===== src/logic/mipsPkg.sv =====
package mipsPkg;

    typedef logic [31:0] word_t;
    typedef logic [4:0]  regAddr_t;

    localparam regAddr_t RegRet = 5'd31;
    localparam int DmAddrWidth = 10;
    localparam word_t ResetPc = 32'h0000_0000;

    // Primary opcodes in ir[31:26]
    localparam logic [5:0] OpRType = 6'h00;
    localparam logic [5:0] OpJ     = 6'h02;
    localparam logic [5:0] OpJal   = 6'h03;
    localparam logic [5:0] OpBeq   = 6'h04;
    localparam logic [5:0] OpAddiu = 6'h09;
    localparam logic [5:0] OpOri   = 6'h0d;
    localparam logic [5:0] OpLui   = 6'h0f;
    localparam logic [5:0] OpLb    = 6'h20;
    localparam logic [5:0] OpLw    = 6'h23;
    localparam logic [5:0] OpSb    = 6'h28;
    localparam logic [5:0] OpSw    = 6'h2b;

    // R-type function codes in ir[5:0]
    localparam logic [5:0] FnSll  = 6'h00;
    localparam logic [5:0] FnJr   = 6'h08;
    localparam logic [5:0] FnAddu = 6'h21;
    localparam logic [5:0] FnSubu = 6'h23;
    localparam logic [5:0] FnAnd  = 6'h24;
    localparam logic [5:0] FnOr   = 6'h25;
    localparam logic [5:0] FnSlt  = 6'h2a;

    typedef enum logic [2:0] {
        AluAdd, AluSub, AluAnd, AluOr, AluSlt, AluSll, AluLui
    } aluOp_t;

    // Next PC source
    typedef enum logic [1:0] {
        NpcSeq, NpcBranch, NpcJump, NpcReg
    } npcSel_t;

    typedef enum logic [1:0] {
        DstRt, DstRd, DstRet
    } regDst_t;

    typedef enum logic [1:0] {
        WbAlu, WbMem, WbPc
    } wbSel_t;

    typedef enum logic [1:0] {
        ExtZero, ExtSign, ExtHigh
    } extOp_t;

    typedef enum logic [2:0] {
        StFetch, StDecode, StExec, StMem, StWb
    } ctrlState_t;

endpackage


===== src/logic/controller.sv =====
`timescale 1ns/1ps

module controller import mipsPkg::*; (
    input  logic       clk,
    input  logic       rstN,
    input  logic [5:0] opcode,
    input  logic [5:0] funct,
    input  logic       zero,
    output logic       pcWr,
    output logic       irWr,
    output logic       regWr,
    output logic       memWr,
    output logic       aluOWr,
    output npcSel_t    npcSel,
    output regDst_t    regDst,
    output wbSel_t     wbSel,
    output logic       aluSrc,
    output extOp_t     extOp,
    output aluOp_t     aluOp,
    output logic       byteAcc
);

    ctrlState_t state, nextState;

    logic isRType, isJr, isImm, isLoad, isStore;
    logic isBeq, isJ, isJal;

    // Instruction classes
    assign isRType = (opcode == OpRType) && (funct != FnJr);
    assign isJr    = (opcode == OpRType) && (funct == FnJr);
    assign isImm   = (opcode == OpAddiu) || (opcode == OpOri) || (opcode == OpLui);
    assign isLoad  = (opcode == OpLw) || (opcode == OpLb);
    assign isStore = (opcode == OpSw) || (opcode == OpSb);
    assign isBeq   = (opcode == OpBeq);
    assign isJ     = (opcode == OpJ);
    assign isJal   = (opcode == OpJal);

    always_ff @(posedge clk or negedge rstN) begin
        if (!rstN) begin
            state <= StFetch;
        end else begin
            state <= nextState;
        end
    end

    always_comb begin
        case (state)
            StFetch:  nextState = StDecode;
            StDecode: nextState = StExec;
            StExec: begin
                if (isLoad || isStore) begin
                    nextState = StMem;
                end else if (isRType || isImm) begin
                    nextState = StWb;
                end else begin
                    // branches, jumps and unknown opcodes end here
                    nextState = StFetch;
                end
            end
            StMem:    nextState = isLoad ? StWb : StFetch;
            default:  nextState = StFetch;
        endcase
    end

    // Strobes
    assign irWr   = (state == StFetch);
    assign pcWr   = (state == StFetch) ||
                    ((state == StExec) && (isJ || isJal || isJr || (isBeq && zero)));
    assign aluOWr = (state == StExec);
    assign memWr  = (state == StMem) && isStore;
    // Only ALU and load instructions reach StWb
    assign regWr  = (state == StWb) || ((state == StExec) && isJal);

    // Selects decoded from the current instruction
    always_comb begin
        npcSel = NpcSeq;
        if (state == StExec) begin
            if (isBeq) begin
                npcSel = NpcBranch;
            end else if (isJ || isJal) begin
                npcSel = NpcJump;
            end else if (isJr) begin
                npcSel = NpcReg;
            end
        end
    end

    assign regDst  = isRType ? DstRd : (isJal ? DstRet : DstRt);
    assign wbSel   = isLoad ? WbMem : (isJal ? WbPc : WbAlu);
    assign aluSrc  = isImm || isLoad || isStore;
    assign extOp   = (opcode == OpOri || opcode == OpLui) ? ExtZero : ExtSign;
    assign byteAcc = (opcode == OpLb) || (opcode == OpSb);

    always_comb begin
        aluOp = AluAdd;
        if (isRType) begin
            case (funct)
                FnSubu:  aluOp = AluSub;
                FnAnd:   aluOp = AluAnd;
                FnOr:    aluOp = AluOr;
                FnSlt:   aluOp = AluSlt;
                FnSll:   aluOp = AluSll;
                default: aluOp = AluAdd;
            endcase
        end else if (isBeq) begin
            aluOp = AluSub;
        end else if (opcode == OpOri) begin
            aluOp = AluOr;
        end else if (opcode == OpLui) begin
            aluOp = AluLui;
        end
    end

    // The store follows the address cycle in StExec
    memWrInMem: assert property (@(posedge clk) disable iff (!rstN)
        memWr |-> $past(state) == StExec)
        else $error("memory write not directly after StExec");

    // Fetch and write-back never overlap
    oneWriter: assert property (@(posedge clk) disable iff (!rstN)
        $onehot0({irWr, regWr, memWr}))
        else $error("irWr, regWr and memWr overlap");

endmodule


===== config.mk =====
export PLATFORM = sky130hd
export DESIGN_NAME = controller
export DESIGN_NICKNAME = d
export VERILOG_FILES = /design/src/logic/mipsPkg.sv /design/src/logic/controller.sv
export SDC_FILE = /design/constraint.sdc
export NUM_CORES = 1
export LEC_CHECK = 0
export BUFFER_PORTS_ARGS = -buffer_cell sky130_fd_sc_hd__buf_2
export CORE_AREA = 10 10 47 49
export DETAILED_ROUTE_END_ITERATION = 12
export DIE_AREA = 0 0 57 59
export GPL_ROUTABILITY_DRIVEN = 0
export HOLD_SLACK_MARGIN = 0.05
export PLACE_DENSITY = 0.79
export SYNTH_ARGS = -nofsm -noshare
export SYNTH_HDL_FRONTEND = slang
export SYNTH_SLANG_ARGS = --single-unit

===== constraint.sdc =====
create_clock -name clk -period 2.2 [get_ports clk]
set_clock_uncertainty 0.1 [all_clocks]
set_input_delay 0.11 -clock clk [delete_from_list [all_inputs] [get_ports clk]]
set_output_delay 0.11 -clock clk [all_outputs]
set_load 0.01 [all_outputs]

==> impl_metrics.json, run 1 <==
{
  "path_buf_inv": 2,
  "syn_to_final_growth_pct": 29.4,
  "finalHoldViolCount": 0,
  "ys_warn_count": 0,
  "max_freq_mhz": 491,
  "dieArea_sq_um": 3360,
  "nNetsFinal": 120,
  "cp_cell_sequence": "buf_2, or4_4, or2_4, or3_4, o31ai_2, buf_2",
  "hp-class": "primary input to async pin",
  "grt_pass1_wl_mm": 2.73,
  "clockBufferDepth": 2,
  "r2r_setup_slack_ns": 1.01,
  "fin_crit_sh_pct": 92.7,
  "die_width_um": 57,
  "die_h_um": 59,
  "syn_nets": 90,
  "start_util_pct": 37.7,
  "crit_path_max_incr_delay_ns": 0.58,
  "largest_reg_flops": 3,
  "grt_pass1_vias": 649,
  "arrival_ns": 1.83,
  "leakagePower_nw": 0.335,
  "reg2reg_from": "state[0]",
  "critPathMaxFanout": 10,
  "wl_per_cell_um": 14.0,
  "critPathLaunch": "opcode[3]",
  "ys_seq_elements": 3,
  "outcome": "completed",
  "drive_above_1_share_pct": 37.5,
  "design.core.area_sq_um": 1400,
  "h-tree-depth": 1,
  "grtUsageTotal_pct": 9.49,
  "port_buffers": 31,
  "cts_buffers": 3,
  "ios": 33,
  "crit_family": "simple AND/OR/NAND/NOR gates",
  "setup_viol": 0,
  "clkSinkCount": 3,
  "setup_tns_ns": 0,
  "netlist_instances": 75,
  "ys.flop_type": "dfrtp_1",
  "synth-edff-count": 0,
  "yosysSeqAreaShare_pct": 14.2,
  "cp-start-kind": "primary input",
  "p_per_area_nw_per_um2": 595,
  "grt_max_degree": 13,
  "ant_nets": 0,
  "slowest_stage": "or4_4",
  "drc_errors": 0,
  "cts_tree": "yes",
  "place_inst": 115,
  "ir_worst_vdd_v": 0.000586,
  "synthArstFlopShare_pct": 100,
  "diodes": 0,
  "endpoint_kind": "primary output",
  "antenna_found_initial": 0,
  "clkLatencyLatePin_ns": 0.23,
  "drt-pass1-iter-count": 5,
  "via_per_inst": 5.60,
  "dp.final_hpwl_mm": 1.38,
  "path_common_cell": "buf_2",
  "fin_cells": 120,
  "finalCriticalPeriod_ns": 2.04,
  "cts_root_buf": "clkbuf_4",
  "synth.distinct_cells": 36,
  "rr_worst_depth": 2,
  "clk_pin_slew_ns": 0.04,
  "synth_area_sq_um": 528,
  "max_cap_viol_count": 0,
  "gr-total-overflow": 0,
  "slew_violations": 0,
  "required_ns": 1.99,
  "r2r-end": "state[1]",
  "critPathKind": "primary input to primary output",
  "routed-via-count": 672,
  "largestRegisters": "state x3",
  "totalWireLength_mm": 1.68,
  "rsz0062_at_grt": "no",
  "std_cell_rows": 14,
  "regMostFlops": "state",
  "avgSynthCellArea_sq_um": 7.04,
  "drtIter0Drc": 13
}
area by class of cell:
| type | count | area, sq um |
|---|---|---|
| clock buffer | 4 | 26.3 |
| inverter | 2 | 7.51 |
| timing repair buffer | 32 | 165 |
| tap | 16 | 20.0 |
| sequential | 3 | 75.1 |
| multi-input combinational | 63 | 389 |
| fill | 147 | 718 |
per-layer routing:
metal / part of all wire (%) / vias up / GRT usage [%]
li1: - / 338 / -
met1: 38 / 306 / 8.37
met2: 52 / 28 / 18.6
met3: 10 / 0 / 3.65
met4: 0 / 0 / 4.03
met5: 0 / - / 0
power breakdown:
part / switching, mW / internal, mW / total, mW
combinational: 0.107 / 0.0863 / 0.194
clock: 0.0280 / 0.0679 / 0.0959
sequential: 0.0432 / 0.0735 / 0.117
total: 0.179 / 0.228 / 0.406
worst reg2reg max path, delay by kind of cell (launching register included):
kind	cells	cell delay, ns
simple gates	1	0.40
compound gates	1	0.13
flops	1	0.49
per-stage QoR:
| step | worst slack [ns] | hold slack [ns] | utilization, % | total power, mW | instance area (sq um) |
|---|---|---|---|---|---|
| 2_1_floorplan | 0.339 | -0.286 | - | 0.237 | 528 |
| 3_3_place_gp | 0.213 | -0.195 | 46.2 | 0.302 | 647 |
| 3_5_place_dp | 0.156 | -0.194 | 46.2 | 0.308 | 647 |
| 4_1_cts | 0.157 | 0.0890 | 48.8 | 0.410 | 683 |
| 5_1_grt | 0.113 | 0.121 | 48.8 | 0.439 | 683 |
| 6_report | 0.162 | 0.0919 | 48.8 | 0.406 | 683 |
placed cells by master, fill, tap and decap left out, types with 2 or more instances in the layout:
| cell | synthesis | routed |
|---|---|---|
| o41ai_1 | 2 | 2 |
| o22ai_1 | 3 | 3 |
| a21oi_1 | 4 | 4 |
| nand4_1 | 2 | 2 |
| clkbuf_4 | 0 | 3 |
| a211o_1 | 2 | 2 |
| inv_1 | 2 | 2 |
| nor2_1 | 12 | 12 |
| nor3_1 | 4 | 4 |
| buf_2 | 0 | 31 |
| nand2b_1 | 3 | 3 |
| nand3_1 | 3 | 3 |
| nand2_1 | 4 | 4 |
| dfrtp_1 | 3 | 3 |
| nor2b_1 | 3 | 3 |
| nor4_1 | 2 | 2 |
synthesized netlist by cell type, types with 2 or more instances:
cell type / instances / area share, %
nor3_1: 4 / 3.8
a21oi_1: 4 / 3.8
nand2_1: 4 / 2.8
nor4_1: 2 / 2.4
a211o_1: 2 / 3.3
nand2b_1: 3 / 3.6
nor2b_1: 3 / 3.6
nand3_1: 3 / 2.8
buf_4: 4 / 5.7
inv_1: 2 / 1.4
nand4_1: 2 / 2.4
dfrtp_1: 3 / 14
buf_6: 2 / 4.3
o41ai_1: 2 / 3.3
nor2_1: 12 / 8.5
o22ai_1: 3 / 3.6
how the worst max path moves through the flow:
stage                to  slack (ns)  cells past startpoint
2_1_floorplan  aluOp[1]        0.34                      5
3_3_place_gp   aluOp[1]        0.21                      6
3_5_place_dp   aluOp[1]        0.16                      6
4_1_cts        aluOp[1]        0.16                      6
5_1_grt        aluOp[1]        0.11                      6
6_report       aluOp[1]        0.16                      6
kinds of logic after synthesis:
kind of cell    count (synthesis)  share of synthesized area [%]
xor+xnor                        1                           1.66
flops                           3                           14.2
other cells                     1                          0.710
simple gates                   41                           42.9
compound gates                 20                           28.4
buf+inv                         9                           12.1
what timing repair did:
item                                   in CTS  in global routing
buffers inserted                            0                  0
gates resized for setup                     0                  0
hold buffers                                1                  0
endpoints found under the hold margin       3                  0
Note: power is estimated with default switching activity, not from simulation.
==> run 2: changes to the inputs <==
- RECOVER_POWER: default -> 100
- SLEW_MARGIN: default -> 25
==> run 2 against run 1 <==
Sequential share of layout area rose by 0.35 points. Fmax fell by 0.95%. Critical path type unchanged. Utilization decreased by 1.5 points. Critical endpoint unchanged.
==> impl_metrics.json, run 2 (synthesis gave the netlist of run 1 again) <==
{
  "grt_pass1_vias": 649,
  "regMostFlops": "state",
  "largestRegisters": "state x3",
  "r2r_setup_slack_ns": 1.01,
  "std_cell_rows": 14,
  "finalPower_mw": 0.398,
  "r2r-end": "state[2]",
  "nNetsFinal": 120,
  "max_freq_mhz": 486,
  "via_per_inst": 5.51,
  "clkSinkCount": 3,
  "rsz0062_at_grt": "no",
  "utilization_pct": 47.2,
  "timing.hold.ws_ns": 0.104,
  "cts_buffers": 3,
  "clockBufferDepth": 2,
  "totalWireLength_mm": 1.70,
  "fin_crit_sh_pct": 93.5,
  "diodes": 0,
  "outcome": "completed",
  "clk_pin_slew_ns": 0.04,
  "syn_to_final_growth_pct": 25.4,
  "slowest_stage": "or4_4",
  "design.core.area_sq_um": 1400,
  "dp.final_hpwl_mm": 1.38,
  "cts_root_buf": "clkbuf_4",
  "reg2reg_from": "state[2]",
  "drc_errors": 0,
  "p_per_area_nw_per_um2": 601,
  "hp-class": "primary input to async pin",
  "layout_common_cells": "clkbuf_1, buf_2, nor2_1",
  "die_width_um": 57,
  "ant_nets": 0,
  "final_common_cell": "clkbuf_1",
  "rr_worst_depth": 3,
  "port_buffers": 31,
  "cp-start-kind": "primary input",
  "largest_reg_flops": 3,
  "endpoint": "aluOp[1]",
  "die_h_um": 59,
  "drtIter0Drc": 15,
  "drive_above_1_share_pct": 21.2,
  "max_cap_viol_count": 0,
  "h-tree-depth": 1,
  "setup_viol": 0,
  "dieArea_sq_um": 3360,
  "cts_tree": "yes",
  "critPathMaxFanout": 10,
  "critPathLaunch": "opcode[3]",
  "grtUsageTotal_pct": 9.49,
  "finalCriticalPeriod_ns": 2.06,
  "critPathKind": "primary input to primary output",
  "routed-via-count": 661,
  "start_util_pct": 37.7,
  "gr-total-overflow": 0,
  "endpoint_kind": "primary output",
  "drt-pass1-iter-count": 4,
  "ir_worst_vdd_v": 0.000582,
  "grt_max_degree": 13,
  "grt_pass1_wl_mm": 2.73,
  "antenna_found_initial": 0,
  "crit_path_max_incr_delay_ns": 0.58,
  "finalHoldViolCount": 0,
  "clkLatencyLatePin_ns": 0.23,
  "required_ns": 1.99,
  "leakagePower_nw": 0.271,
  "wl_per_cell_um": 14.1,
  "slew_violations": 0,
  "cp_cell_sequence": "buf_2, or4_4, or2_4, or3_4, o31ai_2, clkbuf_1",
  "ios": 33,
  "setup_tns_ns": 0,
  "arrival_ns": 1.85
}
==> run 2: area by class of cell <==
type,instances,area (sq um)
Multi-Input combinational cell,63,389
Fill cell,160,739
Clock buffer,4,26.3
Timing Repair Buffer,32,144
Sequential cell,3,75.1
Inverter,2,7.51
Tap cell,16,20.0
==> run 2: what timing repair did <==
item                       CTS  global route
gates resized for setup      0             0
hold buffers                 1             0
hold endpoints to repair     3             0
setup buffers                0             0
setup endpoints to repair    0             0
==> run 2: critical path: cells and delay by family <==
kind                   cells  cell delay [ns]
AND/OR/NAND/NOR            3             1.17
buffers and inverters      2             0.34
AO/OA/AOI/OAI              1             0.22
==> run 2: per-stage QoR <==
step	setup slack, ns	instance area (sq um)	instances
3_5_place_dp	0.156	647	115
3_3_place_gp	0.213	647	115
6_report	0.142	662	120
2_1_floorplan	0.339	528	75
4_1_cts	0.157	683	120
5_1_grt	0.0895	662	120
==> run 2: worst min path at each step <==
| stage | start | end |
|---|---|---|
| after floorplan | rstN | state[0] |
| after global placement | rstN | state[0] |
| after detailed placement | rstN | state[2] |
| after CTS | rstN | state[1] |
| after global routing | rstN | state[1] |
| final | rstN | state[1] |
==> run 2: routing by layer <==
| metal | vias up | GRT usage, % | wire, um |
|---|---|---|---|
| met2 | 20 | 18.6 | 853 |
| met4 | 0 | 4.03 | 0 |
| met3 | 0 | 3.65 | 140 |
| met1 | 305 | 8.37 | 701 |
| met5 | - | 0 | 0 |
| li1 | 336 | - | - |
==> run 2: report_power, final <==
| group | total [mW] | internal, mW | switching (mW) |
|---|---|---|---|
| Clock | 0.0959 | 0.0679 | 0.0279 |
| Sequential | 0.116 | 0.0735 | 0.0430 |
| Combinational | 0.186 | 0.0767 | 0.109 |
| Total | 0.398 | 0.218 | 0.180 |
==> run 3: changes to the inputs <==
- CAP_MARGIN: default -> 20
- CORE_AREA: 10 10 47 49 -> default
- CORE_MARGIN: default -> 10
- CORE_UTILIZATION: default -> 37
- DIE_AREA: 0 0 57 59 -> default
- PLACE_DENSITY: 0.79 -> 0.78
- clock period: 2.2 -> 1.84 ns (I/O delays scaled with it)
==> run 3 against run 2 <==
The run now ends with setup timing left. Via count is 2.9% higher. Worst hold slack gained 0.0074 ns. Power rose by 21%. Critical path depth is the same. Critical path type unchanged. Critical endpoint unchanged. Highest routed layer unchanged.
==> impl_metrics.json, run 3 (synthesis gave the netlist of run 1 again) <==
{
  "outcome": "finished with violations",
  "violations": "setup timing",
  "start_util_pct": 40.1,
  "rsz0062_at_grt": "yes",
  "finalHoldViolCount": 0,
  "num-fill-cells": 131,
  "clkSinkCount": 3,
  "crit_family": "simple AND/OR/NAND/NOR gates",
  "largestRegisters": "state x3",
  "drt-pass1-iter-count": 4,
  "slowest_stage": "or4_4",
  "cts_setup_buffers": 0,
  "critPathKind": "primary input to primary output",
  "layout_common_cells": "clkbuf_1, buf_2, nor2_1",
  "arrival_ns": 1.66,
  "ir_worst_vdd_v": 0.000548,
  "via_per_inst": 5.35,
  "multiInputGateArea_sq_um": 404,
  "fin_crit_sh_pct": 100,
  "final_common_cell": "clkbuf_1",
  "port_buffers": 31,
  "cts_buffers": 3,
  "clk_pin_slew_ns": 0.04,
  "cp_cell_sequence": "buf_6, or4_4, or2_4, or3_4, o31ai_4, buf_2",
  "routed-via-count": 680,
  "grt_max_degree": 13,
  "diodes": 0,
  "syn_to_final_growth_pct": 40.8,
  "h-tree-depth": 1,
  "dp.final_hpwl_mm": 1.40,
  "slew_violations": 0,
  "clockBufferDepth": 2,
  "clkLatencyLatePin_ns": 0.23,
  "design.core.area_sq_um": 1320,
  "grtUsageTotal_pct": 9.71,
  "dieArea_sq_um": 3340,
  "setup_viol": 1,
  "drc_errors": 0,
  "drtIter0Drc": 19,
  "leakagePower_nw": 0.314,
  "endpoint_kind": "primary output",
  "critPathMaxFanout": 2,
  "gr-total-overflow": 0,
  "wl_met3_um": 169,
  "ant_nets": 0,
  "dp_worst_setup_slack_ns": -0.0196,
  "crit_path_max_incr_delay_ns": 0.52,
  "wl_met1_um": 733,
  "path_buf_inv": 2,
  "max_freq_mhz": 541,
  "dr_wl_met2_um": 857,
  "ios": 33,
  "drive_above_1_share_pct": 28.6,
  "finalCriticalPeriod_ns": 1.85,
  "std_cell_rows": 13,
  "antenna_found_initial": 0,
  "grt_pass1_vias": 678,
  "regMostFlops": "state",
  "cts_root_buf": "clkbuf_4",
  "max_cap_viol_count": 0,
  "cts_tree": "yes",
  "highest_layer": "met3",
  "setup_tns_ns": -0.00797,
  "largest_reg_flops": 3,
  "wl_per_cell_um": 13.9,
  "totalWireLength_mm": 1.76,
  "cp-start-kind": "primary input",
  "required_ns": 1.65,
  "timing.hold.ws_ns": 0.112,
  "die_width_um": 57.8,
  "p_per_area_nw_per_um2": 650,
  "grt_pass1_wl_mm": 2.77,
  "hp-class": "primary input to async pin",
  "fin_ws_ns": -0.00797,
  "seqCellArea_sq_um": 75.1,
  "die_h_um": 57.8,
  "nNetsFinal": 128
}
## run 3: layer usage
layer	GRT usage, %	vias to the layer above
met5	0	-
met4	5.03	0
met3	3.70	0
met2	16.3	21
met1	10.3	304
li1	-	355
## run 3: power breakdown
part | switching [mW] | internal [mW]
Sequential | 0.0507 | 0.0879
Combinational | 0.129 | 0.103
Clock | 0.0313 | 0.0811
Total | 0.211 | 0.272
## run 3: layout make-up
cell class | instances | area share [%]
Tap cell | 15 | 2.53
Timing Repair Buffer | 40 | 28.5
Clock buffer | 4 | 3.54
Inverter | 2 | 1.01
Multi-Input combinational cell | 63 | 54.4
Sequential cell | 3 | 10.1
## run 3: per-stage QoR
step                      power [mW]  cell area (sq um)  util (%)  instances
after global placement         0.371                706      53.6        122
after global routing           0.521                743      56.4        127
after detailed placement       0.375                706      53.6        122
final                          0.483                743      56.4        127
after floorplan                0.283                528         -         75
after CTS                      0.496                742      56.3        127
## run 3: worst reg2reg max path, stage by stage (launching register included)
cell and delay [ns]:
dfrtp_1 0.49, or3b_1 0.39, a21oi_1 0.13
## run 3: path summary, 6_finish.rpt
path,start,to,slack [ns],depth (start not counted)
min,rstN,state[2],0.11,2
min reg2reg,state[2],state[1],0.43,1
min in group clk,opcode[4],state[0],0.27,4
max,opcode[3],aluOp[1],-0.008,6
max in group asynchronous,rstN,state[1],1.38,2
max reg2reg,state[0],state[1],0.66,2
## run 3: what timing repair did
| item | in CTS | in global routing |
|---|---|---|
| hold buffers | 1 | 0 |
| setup endpoints to repair | 1 | 2 |
| resized for setup | 0 | 3 |
| pin swaps | 2 | 1 |
| endpoints found under the hold margin | 3 | 0 |
